--- src/include/graph_config.svh ---
`ifndef GRAPH_CONFIG_SVH
`define GRAPH_CONFIG_SVH

// ----------------------------------------------------------
// Overlay sizing
// ----------------------------------------------------------

// Number of graph clusters sharing the vertex memory
`define NUM_CLUSTERS 4

// ----------------------------------------------------------
// Bus widths
// ----------------------------------------------------------

// Vertex address, covers the whole vertex memory
`define ADDR_W 8

// One vertex value
`define DATA_W 16

// Per-cluster accumulator, headroom for a full-range run
`define SUM_W 24

// Words in the vertex memory
`define MEM_DEPTH 256

`endif
--- src/hw/graph_pkg.sv ---
`default_nettype none

`include "graph_config.svh"

package graph_pkg;

    // ----------------------------------------------------------
    // Width types
    // ----------------------------------------------------------

    typedef logic [`ADDR_W-1:0]       vertex_addr_t;
    typedef logic [`DATA_W-1:0]       vertex_data_t;
    typedef logic [`SUM_W-1:0]        vertex_sum_t;
    // One bit per cluster
    typedef logic [`NUM_CLUSTERS-1:0] cluster_mask_t;

    // ----------------------------------------------------------
    // Descriptor and control chain
    // ----------------------------------------------------------

    // Count is one bit wider so a full-range run fits
    typedef struct packed {
        vertex_addr_t     base;
        logic [`ADDR_W:0] count;
    } graph_descriptor_t;

    typedef struct packed {
        logic              valid;
        graph_descriptor_t payload;
    } descriptor_if_t;

    typedef struct packed {
        logic start;
        logic continue_run;
    } control_in_t;

    typedef struct packed {
        logic ready;
        logic idle;
        logic done;
    } control_out_t;

    // ----------------------------------------------------------
    // Memory side
    // ----------------------------------------------------------

    typedef struct packed {
        logic         req;
        vertex_addr_t addr;
    } mem_req_t;

    typedef struct packed {
        logic         we;
        vertex_addr_t addr;
        vertex_data_t data;
    } host_write_t;

    // ----------------------------------------------------------
    // State machines
    // ----------------------------------------------------------

    typedef enum logic [2:0] {
        CTRL_RESET,
        CTRL_IDLE,
        CTRL_SETUP,
        CTRL_READY,
        CTRL_START,
        CTRL_BUSY,
        CTRL_DONE
    } control_state_t;

    typedef enum logic [1:0] {
        IDLE,
        WALK,
        DRAIN,
        DONE
    } cluster_state_t;

endpackage

`default_nettype wire

--- src/hw/vertex_memory.sv ---
`timescale 1ns/1ps
`default_nettype none

`include "graph_config.svh"

module vertex_memory (
    input  wire logic                   ap_clk,
    input  wire graph_pkg::host_write_t host_write,
    input  wire graph_pkg::vertex_addr_t rd_addr,
    output graph_pkg::vertex_data_t     rd_data
);

    import graph_pkg::*;

    // Vertex storage, no reset on the array
    vertex_data_t mem [`MEM_DEPTH];

    // ----------------------------------------------------------
    // Host write side
    // ----------------------------------------------------------

    // Host only writes while the kernel reports idle
    always_ff @(posedge ap_clk) begin
        if (host_write.we) begin
            mem[host_write.addr] <= host_write.data;
        end
    end

    // ----------------------------------------------------------
    // Arbitrated read side
    // ----------------------------------------------------------

    // One cycle read latency
    // Data returns on the cycle after the grant
    always_ff @(posedge ap_clk) begin
        rd_data <= mem[rd_addr];
    end

endmodule

`default_nettype wire

--- config.mk ---
export PLATFORM = sky130hd
export DESIGN_NAME = vertex_memory
export DESIGN_NICKNAME = d
export VERILOG_FILES = /design/src/hw/graph_pkg.sv /design/src/hw/vertex_memory.sv
export VERILOG_INCLUDE_DIRS = /design/src /design/src/include
export SDC_FILE = /design/constraint.sdc
export NUM_CORES = 2
export LEC_CHECK = 0
export CAP_MARGIN = 5
export CORE_ASPECT_RATIO = 1.25
export CORE_MARGIN = 1
export CORE_UTILIZATION = 42
export CTS_CLUSTER_DIAMETER = 50
export DETAILED_ROUTE_END_ITERATION = 12
export DONT_BUFFER_PORTS = 1
export PLACE_DENSITY = 0.58
export SYNTH_ARGS = -nofsm -noshare
export SYNTH_HDL_FRONTEND = slang
export SYNTH_SLANG_ARGS = --single-unit
--- constraint.sdc ---
create_clock -name ap_clk -period 4.1 [get_ports ap_clk]
set_clock_uncertainty 0.1 [all_clocks]
set_input_delay 0.41 -clock ap_clk [delete_from_list [all_inputs] [get_ports ap_clk]]
set_output_delay 0.41 -clock ap_clk [all_outputs]
set_load 0.01 [all_outputs]
==> results.md <==
Status:
- The flow ran to the end, but the final reports show violations.
- The checks that failed: hold timing, slew limit, setup timing.

Power and ir drop:
- The peak supply drop is 366.0 uV.
- The design internal power is 69.22 mW.
- Of the total power, the clock network draws 0.424.
- Of the total power, registers draw 0.527.
- The final total power is 88.20 mW.
- The analysis attributes to net switching a power of 18.98 mW.
- In this run the static leakage power is 57.79 nW.
- The total power density per cell area is 484.0 nW/um^2.
- The share of power burned in combinational logic is 0.049.
- The switching power as a share of total power is 0.2152.

Routing:
- The post-route met1 wirelength is 166500 um.
- The average via count per standard cell is 5.979.
- The sum of routed wire length over all layers is 434400 um.
- Summed over all nets, wire length on met3 after detailed routing comes to 32540 um.
- Signal routing reaches up to met4.
- The total DRC errors in the routed layout is 0.
- The total via count in the routed design is 79430.
- The detailed-router iteration count before antenna repair is 7.
- Dividing the detail-routed wire length by the instance count gives 32.69 um.
- The DRC marker count from the first detailed-route iteration is 9124.
- The number of antenna-violating nets in the routed design is 0.
- Wire segments on met2 add up to 215800 um in the final route.

Clocking:
- The insertion delay to the later sink of the worst-skew pair is 1000 ps.
- TritonCTS built the clock tree.
- The setup fix buffers added after clock tree synthesis is 0.
- The number of H-tree levels is 5.
- The TritonCTS sink count is 4112.
- The maximum count of clock buffers along a single path is 4.
- The clock edge transition at the registers on the reported setup and hold paths is 60 ps.
- The cell at the root of the clock tree is sky130_fd_sc_hd__clkbuf_16.
- The number of buffers inserted during clock tree synthesis is 412.

Yosys:
- Sorting the synthesized cells by area gives the leading types as sky130_fd_sc_hd__edfxtp_1, sky130_fd_sc_hd__mux4_2, sky130_fd_sc_hd__mux2i_1.
- The cell area that synthesis handed to floorplanning was 158700 sq um.
- For this run, the leading register cell type out of synthesis is sky130_fd_sc_hd__edfxtp_1.
- Of the synthesized area, sequential elements account for 0.7770.
- The proportion of register bits with asynchronous set or reset after synthesis is 0.
- Yosys mapped the design onto 52 distinct sky130hd cell types.
- The number of cells produced by synthesis is 7360.
- Yosys mapped a number of flops with a built-in enable equal to 4096.
- The number of nets in the synthesized netlist is 7394.
- The cell type with the largest total area after synthesis is sky130_fd_sc_hd__edfxtp_1.
- The average footprint of a synthesized cell is 21.56 sq um.
- The number of register bits inferred by synthesis is 4112.
- The number of synthesis warnings is 0.
- The area fraction of the dominant cell type after synthesis is 0.7750.

STA:
- Hold timing on the final database bottoms out at a slack of -61.92 ps.
- The final critical-path share of the clock period is 1.008.
- Setup repair after global routing left no endpoint under its margin.
- The worst setup slack after layout is -34.12 ps.
- The number of pins with negative max-slew slack in the final report is 596.
- Based on the critical path, the design can be clocked at up to 0.2419 GHz.
- The final number of hold-violating endpoints is 56.
- The worst pin sits at a relative slew slack of -0.1073.
- Subtracting the final worst setup slack from the clock period gives 4134 ps.
- At the pin with the least slew margin, the transition time is 1661 ps.
- The count of final setup violators is 1.

Global route:
- The number of antenna violations at the first check in global routing is 20.
- The maximum number of pins on one net before global-route repair is 738.
- The via count of the first global-routing pass is 79380.
- For this run, the total global-route usage over all layers was measured as 0.2246.
- The first global-routing pass estimated 605100 um of wire.
- The sum of overflow across all layers after global routing is 0.

Die:
- The initial utilization of the core area, before any placement, comes to 0.4216.
- The height of the chip is 689.3 um.
- For this design the top-level I/O count stands at 50.
- After floorplanning, the core was divided into 252 placement rows.
- The overall die area is 380400 sq um.
- Measured along the x axis, the die boundary spans 551.8 um.
- The standard cell core area is 376500 sq um.

Critical path:
- The worst-path maximum fanout is 139.
- The category of the most critical setup path is in2reg.
- The required time at the worst-slack endpoint is 4840 ps.
- The worst setup path is launched from an input port.
- STA classifies the critical path endpoint as a flip-flop.
- Data arrives at the worst endpoint at 4880 ps.

Cells and area:
- The area growth from synthesis to final layout is 14.81%.
- Of the cells placed in the final design, the portion with a size suffix greater than 1 is 0.2678.
- The top cell types in the final layout, fill and taps aside, are sky130_fd_sc_hd__edfxtp_1, sky130_fd_sc_hd__mux4_2, sky130_fd_sc_hd__mux2i_1.
- The filler cell count is 30540.
- The final cell utilization of the core is 0.4840.
- At the end of the flow, the number of nets in the layout was 8014.
- The library cell used most frequently in the layout, excluding fill and tap cells, is sky130_fd_sc_hd__edfxtp_1.

Placement:
- Detailed placement ended at an HPWL of 234500 um.
- The final estimated routing congestion in global placement is 0.8705.
- The number of buffers inserted by port buffering is 0.

Min path:
- The worst hold path belongs to the class in2reg.

Run:
- The max-cap check violation count is 0.
## layout make-up
cell class / instances / area [sq um] / share of cell area
Antenna cell: 9 / 22.52 / 0.0001236
Clock buffer: 500 / 10770 / 0.05909
Clock inverter: 258 / 2603 / 0.01428
Inverter: 4 / 27.53 / 0.0001511
Multi-Input combinational cell: 2792 / 33090 / 0.1816
Sequential cell: 4112 / 123300 / 0.6768
Tap cell: 4953 / 6197 / 0.03401
Timing Repair Buffer: 658 / 6195 / 0.03400
## registers in the layout, indices dropped and copies added, names as in the netlist
| signal | count |
|---|---|
| rd_data | 16 |
| mem | 4096 |
## critical path, cell delays in order
cell and delay, ps:
sky130_fd_sc_hd__buf_16 430, sky130_fd_sc_hd__buf_16 480, sky130_fd_sc_hd__buf_16 480, sky130_fd_sc_hd__or2_4 530
sky130_fd_sc_hd__buf_12 420, sky130_fd_sc_hd__o221ai_1 250, sky130_fd_sc_hd__buf_4 230, sky130_fd_sc_hd__o22ai_1 410
sky130_fd_sc_hd__a22oi_1 400, sky130_fd_sc_hd__nand3_1 220, sky130_fd_sc_hd__nor4_1 70
## power by group through the flow
| stage | Clock, mW | Combinational (mW) | Sequential, mW |
|---|---|---|---|
| 2_1_floorplan | 0 | 2.29 | 47.3 |
| 3_3_place_gp | 0 | 3.30 | 47.4 |
| 3_5_place_dp | 0 | 3.31 | 47.4 |
| 4_1_cts | 38.0 | 4.13 | 46.5 |
| 5_1_grt | 39.5 | 4.50 | 46.5 |
| 6_report | 37.4 | 4.30 | 46.5 |
## final timing paths
path / slack [ps] / depth (start not counted) / endpoint / from
setup / recovery: -30 / 11 / rd_data[10]$_DFF_P_ / rd_addr[1]
hold / removal: -60 / 1 / mem[50][1]$_DFFE_PP_ / host_write[1]
setup reg to reg: 1130 / 6 / rd_data[0]$_DFF_P_ / mem[58][0]$_DFFE_PP_
hold reg to reg: 910 / 6 / rd_data[9]$_DFF_P_ / mem[200][9]$_DFFE_PP_
## synthesized netlist by cell type (27+ instances only)
master / number
sky130_fd_sc_hd__nor3_1: 92
sky130_fd_sc_hd__nand2_1: 38
sky130_fd_sc_hd__nor2_1: 304
sky130_fd_sc_hd__o22ai_1: 148
sky130_fd_sc_hd__mux2i_1: 565
sky130_fd_sc_hd__clkbuf_1: 230
sky130_fd_sc_hd__o21ai_0: 37
sky130_fd_sc_hd__edfxtp_1: 4096
sky130_fd_sc_hd__mux4_2: 797
sky130_fd_sc_hd__a22oi_1: 43
sky130_fd_sc_hd__buf_6: 77
sky130_fd_sc_hd__a221oi_1: 28
sky130_fd_sc_hd__buf_2: 76
sky130_fd_sc_hd__mux2_2: 88
sky130_fd_sc_hd__buf_1: 27
sky130_fd_sc_hd__o221ai_1: 252
sky130_fd_sc_hd__a22o_1: 32
sky130_fd_sc_hd__nand3_1: 35
sky130_fd_sc_hd__a21oi_1: 175
## what timing repair did
action | CTS | global route
gates cloned | 1 | 7
hold buffers | 47 | 2
gates resized for setup | 0 | 1
endpoints found under the setup margin | 7 | 16
pin swaps | 0 | 0
endpoints found under the hold margin | 4244 | 59
## logic make-up after synthesis
kind of cell    synth area share
flops                     0.7770
simple gates             0.01574
buf+inv                  0.01693
mux                       0.1550
compound gates           0.03537
## metal layers
layer | GRT usage | up-vias
li1 | - | 32530
met1 | 0.2945 | 42780
met2 | 0.3740 | 3432
met3 | 0.03462 | 683
met4 | 0.09341 | 0
met5 | 0 | -
## metrics by stage
step	hold slack (ps)	std cells	setup WS [ps]	TNS (ps)	area, sq um
after detailed placement	436.3	12450	-1274	-16620	167600
after floorplan	408.9	7360	1425	0	158700
after CTS	0.04341	13260	57.42	0	181700
after global routing	29.22	13280	44.00	0	182200
final	-61.92	13290	-34.12	-34.12	182200
after global placement	440.5	12450	-1182	-16210	167600
No activity file was read; power rests on OpenSTA's default activity.
