## config.mk

```make
export PLATFORM = sky130hd
export DESIGN_NAME = kernel_control
export DESIGN_NICKNAME = d
export VERILOG_FILES = /design/src/hw/graph_pkg.sv /design/src/hw/kernel_control.sv
export VERILOG_INCLUDE_DIRS = /design/src /design/src/include
export SDC_FILE = /design/constraint.sdc
export NUM_CORES = 1
export LEC_CHECK = 0
export BUFFER_PORTS_ARGS = -buffer_cell sky130_fd_sc_hd__buf_2
export CORE_MARGIN = 4
export CORE_UTILIZATION = 41
export DETAILED_ROUTE_END_ITERATION = 8
export MAX_ROUTING_LAYER = met4
export PLACE_DENSITY_LB_ADDON = 0.3
export SLEW_MARGIN = 15
export SYNTH_ARGS = -nofsm -noshare
export SYNTH_HDL_FRONTEND = slang
export SYNTH_SLANG_ARGS = --single-unit
```

## constraint.sdc

```tcl
create_clock -name ap_clk -period 2.35 [get_ports ap_clk]
set_clock_uncertainty 0.05 [all_clocks]
set_input_delay 0.1175 -clock ap_clk [delete_from_list [all_inputs] [get_ports ap_clk]]
set_output_delay 0.1175 -clock ap_clk [all_outputs]
set_load 0.005 [all_outputs]
```

## src/include/graph_config.svh

```systemverilog
`ifndef GRAPH_CONFIG_SVH
`define GRAPH_CONFIG_SVH

// ----------------------------------------------------------
// Overlay sizing
// ----------------------------------------------------------

// Number of graph clusters sharing the vertex memory
`define NUM_CLUSTERS 4

// ----------------------------------------------------------
// Bus widths
// ----------------------------------------------------------

// Vertex address, covers the whole vertex memory
`define ADDR_W 8

// One vertex value
`define DATA_W 16

// Per-cluster accumulator, headroom for a full-range run
`define SUM_W 24

// Words in the vertex memory
`define MEM_DEPTH 256

`endif
```

## src/hw/graph_pkg.sv

```systemverilog
`default_nettype none

`include "graph_config.svh"

package graph_pkg;

    // ----------------------------------------------------------
    // Width types
    // ----------------------------------------------------------

    typedef logic [`ADDR_W-1:0]       vertex_addr_t;
    typedef logic [`DATA_W-1:0]       vertex_data_t;
    typedef logic [`SUM_W-1:0]        vertex_sum_t;
    // One bit per cluster
    typedef logic [`NUM_CLUSTERS-1:0] cluster_mask_t;

    // ----------------------------------------------------------
    // Descriptor and control chain
    // ----------------------------------------------------------

    // Count is one bit wider so a full-range run fits
    typedef struct packed {
        vertex_addr_t     base;
        logic [`ADDR_W:0] count;
    } graph_descriptor_t;

    typedef struct packed {
        logic              valid;
        graph_descriptor_t payload;
    } descriptor_if_t;

    typedef struct packed {
        logic start;
        logic continue_run;
    } control_in_t;

    typedef struct packed {
        logic ready;
        logic idle;
        logic done;
    } control_out_t;

    // ----------------------------------------------------------
    // Memory side
    // ----------------------------------------------------------

    typedef struct packed {
        logic         req;
        vertex_addr_t addr;
    } mem_req_t;

    typedef struct packed {
        logic         we;
        vertex_addr_t addr;
        vertex_data_t data;
    } host_write_t;

    // ----------------------------------------------------------
    // State machines
    // ----------------------------------------------------------

    typedef enum logic [2:0] {
        CTRL_RESET,
        CTRL_IDLE,
        CTRL_SETUP,
        CTRL_READY,
        CTRL_START,
        CTRL_BUSY,
        CTRL_DONE
    } control_state_t;

    typedef enum logic [1:0] {
        IDLE,
        WALK,
        DRAIN,
        DONE
    } cluster_state_t;

endpackage

`default_nettype wire

```

## src/hw/kernel_control.sv

```systemverilog
`timescale 1ns/1ps
`default_nettype none

module kernel_control (
    input  wire logic                      ap_clk,
    input  wire logic                      control_areset,
    input  wire graph_pkg::cluster_mask_t  cu_done,
    input  wire graph_pkg::cluster_mask_t  cu_setup,
    input  wire graph_pkg::control_in_t    control_in,
    output graph_pkg::control_out_t        control_out,
    input  wire graph_pkg::descriptor_if_t descriptor_in,
    output graph_pkg::descriptor_if_t      descriptor_out
);

    import graph_pkg::*;

    logic              areset_q;
    cluster_mask_t     cu_done_q;
    cluster_mask_t     cu_setup_q;
    logic              start_q;
    logic              continue_q;

    // Status decoded from the state
    logic              ready_q;
    logic              idle_q;
    logic              done_q;
    logic              desc_valid_q;

    // Output stage
    logic              desc_valid_out_q;
    graph_descriptor_t payload_q;

    control_state_t    current_state;
    control_state_t    next_state;

    // ----------------------------------------------------------
    // Reset and input registers
    // ----------------------------------------------------------

    always_ff @(posedge ap_clk) begin
        areset_q <= control_areset;
    end

    // Setup bits read as busy until the clusters come up
    always_ff @(posedge ap_clk) begin
        if (areset_q) begin
            cu_done_q  <= '0;
            cu_setup_q <= '1;
            start_q    <= 1'b0;
            continue_q <= 1'b0;
        end
        else begin
            cu_done_q  <= cu_done;
            cu_setup_q <= cu_setup;
            start_q    <= control_in.start;
            continue_q <= control_in.continue_run;
        end
    end

    // ----------------------------------------------------------
    // Control chain FSM
    // ----------------------------------------------------------

    always_ff @(posedge ap_clk) begin
        if (areset_q) begin
            current_state <= CTRL_RESET;
        end
        else begin
            current_state <= next_state;
        end
    end

    always_comb begin
        next_state = current_state;
        case (current_state)
            CTRL_RESET: next_state = CTRL_IDLE;
            CTRL_IDLE:  next_state = CTRL_SETUP;
            // Start only once every cluster left setup
            CTRL_SETUP: begin
                if (start_q && !(|cu_setup_q)) begin
                    next_state = CTRL_READY;
                end
            end
            CTRL_READY: next_state = CTRL_START;
            CTRL_START: next_state = CTRL_BUSY;
            CTRL_BUSY: begin
                if (&cu_done_q) begin
                    next_state = CTRL_DONE;
                end
            end
            // Stale done bits must clear before a new run
            CTRL_DONE: begin
                if ((start_q || continue_q) && !(|cu_done_q)) begin
                    next_state = CTRL_READY;
                end
            end
            default: next_state = CTRL_RESET;
        endcase
    end

    // ----------------------------------------------------------
    // Status decode
    // ----------------------------------------------------------

    always_ff @(posedge ap_clk) begin
        if (areset_q) begin
            ready_q      <= 1'b0;
            idle_q       <= 1'b1;
            done_q       <= 1'b0;
            desc_valid_q <= 1'b0;
        end
        else begin
            ready_q      <= (current_state == CTRL_READY);
            // Idle before a run and again once it is done
            idle_q       <= (current_state == CTRL_RESET) ||
                            (current_state == CTRL_IDLE)  ||
                            (current_state == CTRL_SETUP) ||
                            (current_state == CTRL_DONE);
            done_q       <= (current_state == CTRL_DONE);
            // Clusters run while valid stays high
            desc_valid_q <= (current_state == CTRL_START) ||
                            (current_state == CTRL_BUSY);
        end
    end

    // ----------------------------------------------------------
    // Output stage
    // ----------------------------------------------------------

    always_ff @(posedge ap_clk) begin
        if (areset_q) begin
            control_out      <= '{ready: 1'b0, idle: 1'b1, done: 1'b0};
            desc_valid_out_q <= 1'b0;
        end
        else begin
            control_out      <= '{ready: ready_q, idle: idle_q, done: done_q};
            desc_valid_out_q <= desc_valid_q;
        end
    end

    // Payload taken in the ready cycle and held through the run
    always_ff @(posedge ap_clk) begin
        if (current_state == CTRL_READY && descriptor_in.valid) begin
            payload_q <= descriptor_in.payload;
        end
    end

    assign descriptor_out = '{valid: desc_valid_out_q, payload: payload_q};

endmodule

`default_nettype wire

```

==> flow_metrics.tcl <==
set metrics [dict create \
    status "completed" \
    maxCapViolations 0 \
    timing.rr.end "current_state[0]" \
    wirelength_um 2240 \
    cp.depth 3 \
    muxShareOfSynthArea 0 \
    cp_num_buf_inv 0 \
    netlist_area_um2 1200 \
    grt_remaining_overflow 0 \
    first_global_vias 847 \
    syn_area_per_cell_um2 15.2 \
    sequentialPowerShare 0.646 \
    drtIter0Drc 37 \
    nNetsFinal 192 \
    crit_end "current_state[0]" \
    area_growth_pct 51.4 \
    dr.pass1.iters 4 \
    sw_frac_of_total 0.207 \
    ys_seq_elements 39 \
    via_count 877 \
    power-per-cell-area_nw_per_um2 640 \
    synth_seq_area_share 0.792 \
    max_freq_mhz 652 \
    synth-simple-area-share 0.138 \
    routedWlPerCell_um 11.6 \
    diodes 0 \
    cts_setup_buffers 0 \
    core_region_area_um2 2780 \
    placementRows 19 \
    syn_inst 79 \
    die_h_um 62.1 \
    crit_path_start_kind "flop" \
    ys_warn_count 0 \
    synth_compound_area_frac 0.0511 \
    cts_tree "done" \
    reg2reg_slack_ps 820 \
    cp_cell_sequence "or4_4 -> or3_1 -> a221oi_2" \
    r2r_start "cu_done_q[1]" \
    synth_cell_types 23 \
    synthXorXnorAreaFrac 0 \
    cp-end-kind "flop" \
    rr_worst_depth 3 \
    p_leak_nw 0.755 \
    place.gp.congestion 0.681 \
    path_class "flop to flop" \
    period_needed_ps 1530 \
    critPathSlowestCell "or4_4" \
    clock-root-buffer "clkbuf_4" \
    rsz0062_at_grt "false" \
    critPathArrivalTime_ps 1740 \
    setup_tns_ps 0 \
    required_ps 2560 \
    clk_pin_slew_ps 100 \
    fp.dieW_um 62.1 \
    vias_per_cell 4.52 \
    maxSlewViolCount 0 \
    ant_nets 0 \
    cts_buffers 5 \
    synth_nets 109 \
    hold-worst-slack_ps 351 \
    critPathLaunch "cu_done_q[1]" \
    tightest_slew_ps 649 \
    ff_latch_area_um2 951 \
    intPower_w 0.000922 \
    drc_errors 0 \
    dieArea_um2 3860 \
    grt_max_degree 22 \
    clkLatencyLatePin_ps 330 \
    finalHoldViolCount 0 \
    io_pins 51 \
    grt_pass1_wl_um 3490 \
    final_cell_mix "buf_2 (50), dlygate4sd3_1 (28), dfxtp_1 (22)" \
    start_util 0.431 \
    cts_max_level 2 \
    setup_viol 0 \
    synth_top_family_by_area "simple AND/OR/NAND/NOR gates" \
    critPathTopFamily "simple AND/OR/NAND/NOR gates" \
    min_from "descriptor_in[17]" \
    period_share 0.653 \
    synth_fa_ha_area_frac 0 \
    combPwrFrac 0.089 \
    final_common_cell "buf_2" \
    io_buffer_count 50 \
    cts_buffer_depth 2 \
    cp_max_fo 2 \
    antenna_found_initial 0 \
    max_slew_margin 0.567 \
    power.share.clock 0.265 \
    slowest_delay_ps 520 \
    min_path_type "input port to flop" \
    switching_power_w 0.000241 \
    final_util 0.653 \
    ir_drop_v 0.000531 \
    fillers 205 \
    drive_above_1_share 0.399 \
    multiInputGateArea_um2 231 \
    cts.sinks 39 \
    grt_use_total 0.139 \
]
==> synthesized netlist by cell type (all sizes together) <==
library cell | instances | area [um2]
nor3b | 1 | 7.51
a311oi | 1 | 8.76
nor2 | 2 | 7.51
nand4 | 1 | 6.26
a221oi | 1 | 15.0
nor2b | 9 | 56.3
nand2b | 3 | 18.8
a21oi | 2 | 10.0
o21ai | 1 | 5.00
nor3 | 2 | 10.0
inv | 2 | 7.51
edfxtp | 17 | 510
a21o | 1 | 7.51
dfxtp | 22 | 440
nand2 | 1 | 3.75
clkbuf | 2 | 7.51
or2 | 5 | 31.3
a211o | 1 | 8.76
nor4 | 1 | 6.26
or4 | 1 | 11.3
buf | 1 | 7.51
a31oi | 1 | 6.26
or3 | 1 | 6.26
==> worst min-delay path by stage <==
stage	to	cells after the start	slack, ps
after detailed placement	areset_q	1	170
after CTS	areset_q	2	350
after global placement	areset_q	1	170
after floorplan	areset_q	0	100
final	descriptor_out[5]	3	350
after global routing	descriptor_out[13]	3	350
==> metal layers <==
layer  share of wire  wire [um]  global-route usage  vias up
met4           0.021         48              0.0727        0
li1                -          -                   -      442
met2            0.48       1080               0.237       46
met5               0          0                   -        -
met1            0.35        779               0.119      382
met3            0.15        330              0.0764        7
==> logic make-up after synthesis <==
logic type | Yosys count
buffers and inverters | 5
DFF | 39
AOI/OAI and AO/OA | 8
and+or+nand+nor | 27
==> through the flow <==
stage | instance area, um2 | power [W] | std cells | setup WS (ps)
3_5_place_dp | 1490 | 0.000836 | 158 | 824
2_1_floorplan | 1200 | 0.000799 | 79 | 78.1
5_1_grt | 1820 | 0.00122 | 194 | 760
4_1_cts | 1820 | 0.00118 | 194 | 801
6_report | 1820 | 0.00116 | 194 | 816
3_3_place_gp | 1490 | 0.000833 | 158 | 847
==> flip-flops by register name, summed over array words and instances (netlist names) <==
name              count
descriptor_out       17
cu_done_q             4
cu_setup_q            4
control_out           3
current_state         3
areset_q              1
continue_q            1
desc_valid_out_q      1
desc_valid_q          1
done_q                1
idle_q                1
ready_q               1
start_q               1
==> final cells by class <==
| class | instances | share of cell area |
|---|---|---|
| Clock buffer | 7 | 0.0248 |
| Timing Repair Buffer | 79 | 0.296 |
| Multi-Input combinational cell | 35 | 0.127 |
| Clock inverter | 1 | 0.00275 |
| Inverter | 2 | 0.00413 |
| Tap cell | 31 | 0.0213 |
| Sequential cell | 39 | 0.523 |
==> power groups by stage <==
stage | sequential, W | combinational (W) | clock, W
finish | 0.000752 | 0.000104 | 0.000308
global route | 0.000756 | 0.000116 | 0.000351
CTS | 0.000752 | 0.000104 | 0.000323
detailed placement | 0.000767 | 0.0000686 | 0
global placement | 0.000767 | 0.0000662 | 0
floorplan | 0.000762 | 0.0000366 | 0
==> worst register-to-register path, delay by kind of cell (launching register included) <==
family           cells  cell delay, ps
AND/OR/NAND/NOR      2             880
flip-flops           1             330
AO/OA/AOI/OAI        1             200
==> repair_timing <==
action,4_1_cts,5_1_grt
resized for setup,0,0
hold endpoints to repair,28,0
hold buffers,28,0
Power figures use the tool's default switching activity.
