--- src/include/graph_config.svh ---
`ifndef GRAPH_CONFIG_SVH
`define GRAPH_CONFIG_SVH

// ----------------------------------------------------------
// Overlay sizing
// ----------------------------------------------------------

// Number of graph clusters sharing the vertex memory
`define NUM_CLUSTERS 4

// ----------------------------------------------------------
// Bus widths
// ----------------------------------------------------------

// Vertex address, covers the whole vertex memory
`define ADDR_W 8

// One vertex value
`define DATA_W 16

// Per-cluster accumulator, headroom for a full-range run
`define SUM_W 24

// Words in the vertex memory
`define MEM_DEPTH 256

`endif
--- src/hw/graph_pkg.sv ---
`default_nettype none

`include "graph_config.svh"

package graph_pkg;

    // ----------------------------------------------------------
    // Width types
    // ----------------------------------------------------------

    typedef logic [`ADDR_W-1:0]       vertex_addr_t;
    typedef logic [`DATA_W-1:0]       vertex_data_t;
    typedef logic [`SUM_W-1:0]        vertex_sum_t;
    // One bit per cluster
    typedef logic [`NUM_CLUSTERS-1:0] cluster_mask_t;

    // ----------------------------------------------------------
    // Descriptor and control chain
    // ----------------------------------------------------------

    // Count is one bit wider so a full-range run fits
    typedef struct packed {
        vertex_addr_t     base;
        logic [`ADDR_W:0] count;
    } graph_descriptor_t;

    typedef struct packed {
        logic              valid;
        graph_descriptor_t payload;
    } descriptor_if_t;

    typedef struct packed {
        logic start;
        logic continue_run;
    } control_in_t;

    typedef struct packed {
        logic ready;
        logic idle;
        logic done;
    } control_out_t;

    // ----------------------------------------------------------
    // Memory side
    // ----------------------------------------------------------

    typedef struct packed {
        logic         req;
        vertex_addr_t addr;
    } mem_req_t;

    typedef struct packed {
        logic         we;
        vertex_addr_t addr;
        vertex_data_t data;
    } host_write_t;

    // ----------------------------------------------------------
    // State machines
    // ----------------------------------------------------------

    typedef enum logic [2:0] {
        CTRL_RESET,
        CTRL_IDLE,
        CTRL_SETUP,
        CTRL_READY,
        CTRL_START,
        CTRL_BUSY,
        CTRL_DONE
    } control_state_t;

    typedef enum logic [1:0] {
        IDLE,
        WALK,
        DRAIN,
        DONE
    } cluster_state_t;

endpackage

`default_nettype wire

--- src/hw/graph_cluster.sv ---
`timescale 1ns/1ps
`default_nettype none

`include "graph_config.svh"

module graph_cluster #(
    parameter int CLUSTER_ID = 0
) (
    input  wire logic                      ap_clk,
    input  wire logic                      control_areset,
    input  wire graph_pkg::descriptor_if_t descriptor,
    output graph_pkg::mem_req_t            mem_req,
    input  wire logic                      grant,
    input  wire logic                      rvalid,
    input  wire graph_pkg::vertex_data_t   rdata,
    output logic                           setup,
    output logic                           done,
    output graph_pkg::vertex_sum_t         sum
);

    import graph_pkg::*;

    // Interleaved slice, start at own index and step by cluster count
    localparam logic [`ADDR_W:0] FIRST_OFFSET = (`ADDR_W + 1)'(CLUSTER_ID);
    localparam logic [`ADDR_W:0] STRIDE       = (`ADDR_W + 1)'(`NUM_CLUSTERS);

    cluster_state_t   state;
    // For the rising edge of descriptor valid
    logic             valid_q;
    logic             run_start;
    // Offset from base of the next read
    logic [`ADDR_W:0] offset;
    logic [`ADDR_W:0] next_offset;
    // Reads granted but not yet returned
    logic [1:0]       pending;
    logic             issue;

    assign run_start   = descriptor.valid & ~valid_q;
    assign issue       = (state == WALK) & grant;
    assign next_offset = offset + STRIDE;

    // Request held until granted, address wraps inside the memory
    assign mem_req = '{
        req:  (state == WALK),
        addr: descriptor.payload.base + offset[`ADDR_W-1:0]
    };

    assign done = (state == DONE);

    // ----------------------------------------------------------
    // Setup flag
    // ----------------------------------------------------------

    // Low one cycle after reset drops
    always_ff @(posedge ap_clk) begin
        if (control_areset) begin
            setup <= 1'b1;
        end
        else begin
            setup <= 1'b0;
        end
    end

    // ----------------------------------------------------------
    // Walk FSM and accumulator
    // ----------------------------------------------------------

    always_ff @(posedge ap_clk) begin
        if (control_areset) begin
            state   <= IDLE;
            valid_q <= 1'b0;
            offset  <= FIRST_OFFSET;
            pending <= '0;
            sum     <= '0;
        end
        else begin
            valid_q <= descriptor.valid;
            pending <= pending + 2'(issue) - 2'(rvalid);
            // Returned word belongs to this cluster
            if (rvalid) begin
                sum <= sum + vertex_sum_t'(rdata);
            end
            case (state)
                IDLE: begin
                    if (run_start) begin
                        sum    <= '0;
                        offset <= FIRST_OFFSET;
                        // Empty slice finishes at once
                        state  <= (FIRST_OFFSET < descriptor.payload.count) ? WALK : DONE;
                    end
                end
                WALK: begin
                    if (grant) begin
                        offset <= next_offset;
                        if (next_offset >= descriptor.payload.count) begin
                            state <= DRAIN;
                        end
                    end
                end
                // Wait for the last read to come back
                DRAIN: begin
                    if (pending == '0) begin
                        state <= DONE;
                    end
                end
                // Held until the control block drops valid
                DONE: begin
                    if (!descriptor.valid) begin
                        state <= IDLE;
                    end
                end
                default: state <= IDLE;
            endcase
        end
    end

endmodule

`default_nettype wire

--- config.mk ---
export PLATFORM = sky130hd
export DESIGN_NAME = graph_cluster
export DESIGN_NICKNAME = d
export VERILOG_FILES = /design/src/hw/graph_pkg.sv /design/src/hw/graph_cluster.sv
export VERILOG_INCLUDE_DIRS = /design/src /design/src/include
export SDC_FILE = /design/constraint.sdc
export NUM_CORES = 1
export LEC_CHECK = 0
export ABC_AREA = 1
export BUFFER_PORTS_ARGS = -buffer_cell sky130_fd_sc_hd__buf_2
export CORE_MARGIN = 3
export CORE_UTILIZATION = 50
export DETAILED_ROUTE_END_ITERATION = 7
export GPL_TIMING_DRIVEN = 0
export PLACE_DENSITY = 0.87
export SYNTH_ARGS = -nofsm -noshare
export SYNTH_HDL_FRONTEND = slang
export SYNTH_SLANG_ARGS = --single-unit
--- constraint.sdc ---
create_clock -name ap_clk -period 1.8 [get_ports ap_clk]
set_input_delay 0.27 -clock ap_clk [delete_from_list [all_inputs] [get_ports ap_clk]]
set_output_delay 0.27 -clock ap_clk [all_outputs]
set_load 0.02 [all_outputs]
==> results of run 1 <==
registers in the layout (all words and copies together) (netlist names):
signal	flops
offset	7
pending	2
setup	1
state	2
sum	24
valid_q	1
worst max-delay path by stage:
stage,cells past startpoint,startpoint,to
after floorplan,11,offset[3]$_SDFFE_PP0P_,state[0]$_SDFFE_PP0P_
after global placement,11,offset[2]$_SDFFE_PP0P_,state[0]$_SDFFE_PP0P_
after detailed placement,11,offset[3]$_SDFFE_PP0P_,state[0]$_SDFFE_PP0P_
after CTS,12,offset[2]$_SDFFE_PP0P_,state[0]$_SDFFE_PP0P_
after global routing,10,offset[5]$_SDFFE_PP0P_,state[1]$_SDFFE_PP0P_
final,11,offset[2]$_SDFFE_PP0P_,state[1]$_SDFFE_PP0P_
power breakdown:
group	switching [mW]	internal [mW]
sequential	0.113	0.926
combinational	1.09	0.665
clock	0.360	0.276
total	1.56	1.87
cells by family after synthesis:
group                      Yosys count
DFF                                 37
xor gates and xnor gates            11
adders and majority gates           37
buffers and inverters               93
AOI/OAI and AO/OA                   55
and+or+nand+nor                    275
through the flow:
stage	worst slack, ns	power [mW]	utilization
2_1_floorplan	-0.0896	2.12	-
3_3_place_gp	-0.265	2.46	0.606
3_5_place_dp	-0.361	2.51	0.606
4_1_cts	-0.263	3.21	0.644
5_1_grt	-0.466	3.67	0.688
6_report	-0.361	3.43	0.688
placed cells by master (no fill, tap or decap), types with 2 or more instances in the layout:
cell type,Yosys,routed
a21o_1,2,2
a21oi_1,27,21
a21oi_2,4,10
a22oi_1,3,3
buf_2,3,69
buf_4,3,16
buf_6,0,2
clkbuf_1,4,3
clkbuf_8,0,5
dfxtp_1,37,26
dfxtp_2,0,9
dfxtp_4,0,2
ha_1,36,20
ha_2,0,2
ha_4,0,14
inv_1,79,78
inv_2,4,5
nand2_1,128,118
nand2_2,9,18
nand2_4,1,2
nand3_1,43,33
nand3_2,4,13
nand3b_1,3,3
nand4_1,5,5
nor2_1,63,62
nor2_2,3,4
nor3_1,11,10
o211ai_1,6,6
o21ai_0,8,7
o21ai_1,1,2
or2_2,2,2
xnor2_2,0,2
xor2_1,8,8
layer usage:
metal  wire length [microns]  part of all wire
met3                     688             0.072
met1                    3880              0.40
met2                    4770              0.50
met4                     254             0.026
met5                       0                 0
worst max-delay path, stage by stage, from the launching register on:
cell,delay [ns]
dfxtp_4,0.39
ha_4,0.14
nand3_2,0.07
nand3b_1,0.25
xnor2_2,0.19
ha_1,0.30
nand2_1,0.11
nor2_1,0.07
nor3_2,0.14
nand3_2,0.17
a21oi_2,0.18
nor2_1,0.05
layout make-up:
class	count	share of cell area
Multi-Input combinational cell	378	0.581
Sequential cell	37	0.181
Timing Repair Buffer	81	0.107
Inverter	83	0.0743
Tap cell	75	0.0224
Clock buffer	5	0.0164
Buffer	10	0.0128
Clock inverter	3	0.00507
repair_timing:
item,CTS,global route
pin swaps,17,12
hold buffers,0,0
gates resized for setup,21,52
endpoints found under the setup margin,10,22
setup buffers,7,4
gates cloned,0,0
==> reports/metrics.cfg, run 1 <==
[place]
gp_congestion=0.908
dp.cells=653
dp_hpwl_microns=6910
io_buffers=70
placed_area_sq_um=3690

[run_status]
violations=negative setup slack
status=complete, but fails checks

[layout]
regArea_sq_um=759
multiInputGateArea_sq_um=2430
area_growth_pct=30.1
diodes=0
instances_no_fill=672
nNetsFinal=671
nFillCells=491
final_layout_size_suffix_gt1_frac=0.313
finish.instance_area_sq_um=4190

[logic_synthesis]
synth_edf_count=0
synth_xor_area_frac=0.0299
synth_ff_type=dfxtp_1
synth-simple-area-share=0.378
synth_compound_area_frac=0.103
async_flop_share=0
netlist_instances=508
synth_top_family_by_area=simple AND/OR/NAND/NOR gates
synth_cell_types=35
synth_largest_area_cell=dfxtp_1
yosysWarnings=0
syn-num-nets=583
ys_top_cells_by_area=dfxtp_1, nand2_1, ha_1
synthTopCellsByCount=nand2_1, inv_1, nor2_1
synthAdderAreaFrac=0.146
synth.area.mux_share=0
ys_seq_area_frac=0.230
netlist.area_leader.share=0.230
ys_ff_latch=37
yosysMostFrequentCell=nand2_1
synth_area_sq_um=3220
synth.avg_cell_area_sq_um=6.35

[clock_network]
cts_tree=done
clock_sinks=37
ctsHtreeMaxLevel=2
cts_root_buf=clkbuf_8
clkTransAtPathRegs_ns=0.09
clk_path_buf_depth=2
clk_latency_ns=0.30
numCtsBuffers=5

[timing]
worst_pin_slew_ns=0.644
worst_slack_ns=-0.361
fin_crit_sh=1.20
hold_viol=0
worst_hold_slack_ns=0.0843
min_period_ns=2.16
drv_slew=0
relSlewSlack=0.570
final-setup-viol-count=6
tns_ns=-1.38
fmax_ghz=0.463
skew_ns=0.00919
grt_setup_unrepaired=true

[floorplan]
std_cell_rows=28
core_area_sq_um=6100
dieArea_sq_um=7450
start_util=0.529
io-pin-count=73
fp.dieH_microns=86.3
die_w_microns=86.3

[global_routing]
track_usage=0.248
grt_max_degree=14
antenna_found_initial=0
overflow=0
first_global_vias=3446
grt_pass1_wl_microns=14900
grt_use_met3=0.0523
grt_use_met2=0.462
use_met1=0.280
grt.busiest_layer=met2

[route]
ant_nets=0
drt_iter0_drc=224
vias=3606
avgViaCountPerCell=5.37
drc_errors=0
routedWlPerCell_microns=14.3
dr.pass1.iters=5
routed_wl_microns=9590

[worst_setup_path]
rr_endpoint=state[1]$_SDFFE_PP0P_
reg2reg_depth=11
worstSetupEndpointType=flip-flop
worstPathRequired_ns=2.00
timing.rr.start=offset[2]$_SDFFE_PP0P_
critPathMaxFanout=4
rrSetupSlack_ns=-0.36
worst-setup-path-type=flip-flop to flip-flop
arrival_ns=2.36
start_kind=flip-flop

[power]
power.density_nw_per_um2=818
vdd_drop_max_v=0.000740
p_leak_nw=2.32

[flow_run]
cap_violations=0

[hold_path]
min_path_cells=1
hold_class=primary input to flip-flop
hold_path_end=setup$_DFF_P_
worstHoldStart=control_areset

Note: power is estimated with default switching activity, not from simulation.
==> run 2, diff against run 1 <==
--- a/config.mk
+++ b/config.mk
@@ -6,13 +6,12 @@
 export SDC_FILE = /design/constraint.sdc
 export NUM_CORES = 1
 export LEC_CHECK = 0
-export ABC_AREA = 1
 export BUFFER_PORTS_ARGS = -buffer_cell sky130_fd_sc_hd__buf_2
 export CORE_MARGIN = 3
-export CORE_UTILIZATION = 50
+export CORE_UTILIZATION = 48
 export DETAILED_ROUTE_END_ITERATION = 7
 export GPL_TIMING_DRIVEN = 0
-export PLACE_DENSITY = 0.87
+export PLACE_DENSITY = 0.86
 export SYNTH_ARGS = -nofsm -noshare
 export SYNTH_HDL_FRONTEND = slang
 export SYNTH_SLANG_ARGS = --single-unit
==> reports/metrics.cfg, run 2 <==
[worst_setup_path]
start_kind=flip-flop
crit_path_top_delay_cell=fa_2
critPathMaxFanout=2
worstSetupEndpointType=flip-flop
worstPathRequired_ns=1.98
reg2reg_depth=9
worst-setup-path-type=flip-flop to flip-flop
path_cells=ha_4 > fa_2 > a211oi_4 > buf_4 > o211a_1 > nor3_2 > a41oi_2 > xor2_1 > o31ai_1
max_stage_delay_ns=0.37
arrival_ns=2.43

[timing]
fmax_ghz=0.445
worst_hold_slack_ns=0.165
grt_setup_unrepaired=true
drv_slew=0
min_period_ns=2.25
skew_ns=0.0105
hold_viol=0
worst_pin_slew_ns=0.731
worst_slack_ns=-0.448
fin_crit_sh=1.25
relSlewSlack=0.513
final-setup-viol-count=21

[logic_synthesis]
synth_ff_type=dfxtp_1
synthTopCellsByCount=dfxtp_1, ha_1, nand2_1, nor2_1, a21oi_1
synth_area_sq_um=2790
ys_seq_area_frac=0.265
synth_largest_area_cell=dfxtp_1
synth_cell_types=50
yosysWarnings=0
synth.avg_cell_area_sq_um=8.21
ys_ff_latch=37
ys_top_cells_by_area=dfxtp_1, ha_1, mux2i_1
yosysMostFrequentCell=dfxtp_1
netlist_instances=340
netlist.area_leader.share=0.265
syn-num-nets=415
synth_edf_count=0
async_flop_share=0

[run_status]
violations=negative setup slack
status=complete, but fails checks

[layout]
nNetsFinal=520
final_cell_mix=buf_2, buf_4, nand2_1, nor2_1, ha_4
largest_reg_flops=24
final_layout_size_suffix_gt1_frac=0.453
largest-register=sum
nFillCells=363
diodes=0
final_common_cell=buf_2
largest_registers=sum (24), offset (7)
area_growth_pct=48.5

[floorplan]
std_cell_rows=27
dieArea_sq_um=6770
start_util=0.501
core_area_sq_um=5570
fp.dieH_microns=82.3
io-pin-count=73
die_w_microns=82.3

[clock_network]
holdBufCountCts=0
cts_root_buf=clkbuf_8
clk_path_buf_depth=2
cts_tree=done
numCtsBuffers=5
clock_sinks=37
clk_latency_ns=0.31
clkTransAtPathRegs_ns=0.09
ctsHtreeMaxLevel=2

[power]
fin_total_pwr_mw=3.53
power.density_nw_per_um2=852
vdd_drop_max_v=0.000638
p_leak_nw=1.84

[route]
ant_nets=0
routed_wl_microns=8960
drt_iter0_drc=281
vias=3067
drc_errors=0
dr.pass1.iters=5
avgViaCountPerCell=5.92
routedWlPerCell_microns=17.3

[place]
dp_hpwl_microns=5580
io_buffers=70
gp_congestion=0.890

[global_routing]
grt_max_degree=13
track_usage=0.246
antenna_found_initial=0
overflow=0
first_global_vias=2827
grt_pass1_wl_microns=12900

[hold_path]
hold_class=primary input to flip-flop
min_path_cells=1

[flow_run]
cap_violations=0

## run 2: cell types whose count changed after synthesis, sizes merged, moves of 7 or more
cell / delta
nand3: -31
mux2i: +14
o21ai: +11
inv: -67
and3: +7
or3: +10
nand2: -109
nor2: -38
a21oi: -8
xnor2: +7
## run 2: critical path: cells and delay by family, from the launching register on
kind	cells	cell delay [ns]
AOI/OAI and AO/OA	4	0.81
xor gates and xnor gates	1	0.21
adders and majority gates	2	0.53
buffers and inverters	1	0.16
DFF	1	0.35
and+or+nand+nor	1	0.07
## run 2: repair_timing
item / 4_1_cts / 5_1_grt
resized for setup: 48 / 33
pin swaps: 35 / 24
endpoints found under the setup margin: 31 / 31
setup buffers: 22 / 9
## run 2: final cells by class
cell class / instances / area (sq um) / share of cell area
inverter: 16 / 60.1 / 0.0145
clock inverter: 2 / 15.0 / 0.00362
timing repair buffer: 99 / 592 / 0.143
clock buffer: 6 / 72.6 / 0.0175
buffer: 10 / 51.3 / 0.0124
tap: 72 / 90.1 / 0.0217
sequential: 37 / 790 / 0.191
multi-input combinational: 276 / 2470 / 0.597
## run 2: per-layer routing
metal | global-route usage | share of wire | wire length, microns | up-vias
li1 | - | - | - | 1450
met1 | 0.296 | 0.40 | 3620 | 1432
met2 | 0.409 | 0.49 | 4360 | 149
met3 | 0.0716 | 0.081 | 725 | 36
met4 | 0.101 | 0.029 | 259 | 0
met5 | 0 | 0 | 0 | -
## run 2: cells by family (layout without fill, tap and decap cells)
kind of cell	Yosys count	count (layout)	synth area share
AND/OR/NAND/NOR	118	118	0.206
AO/OA/AOI/OAI	86	86	0.204
adder cells (fa/ha/maj)	37	37	0.169
flip-flops	37	37	0.265
buffers and inverters	27	133	0.0394
XOR/XNOR	20	20	0.0627
multiplexers	15	15	0.0542
## run 2: final timing paths
kind | slack [ns] | from | end
worst min register to register | 0.50 | sum[15]$_SDFF_PP0_ | sum[15]$_SDFF_PP0_
worst max register to register | -0.45 | sum[0]$_SDFF_PP0_ | sum[12]$_SDFF_PP0_
worst min-delay path | 0.16 | control_areset | setup$_DFF_P_
worst max-delay path | -0.45 | sum[0]$_SDFF_PP0_ | sum[12]$_SDFF_PP0_
## run 2: power by group
group	switching [mW]	internal, mW
combinational	1.01	0.868
clock	0.344	0.273
sequential	0.110	0.929
## run 2: through the flow
step / cell area [sq um] / TNS [ns] / cells / setup WS [ns] / utilization
finish: 4140 / -4.90 / 518 / -0.448 / 0.743
global route: 4140 / -6.79 / 518 / -0.550 / 0.743
CTS: 3960 / -3.66 / 511 / -0.412 / 0.711
floorplan: 3060 / -1.84 / 340 / -0.222 / -
detailed placement: 3500 / -7.75 / 482 / -0.503 / 0.627
global placement: 3500 / -6.54 / 482 / -0.460 / 0.627
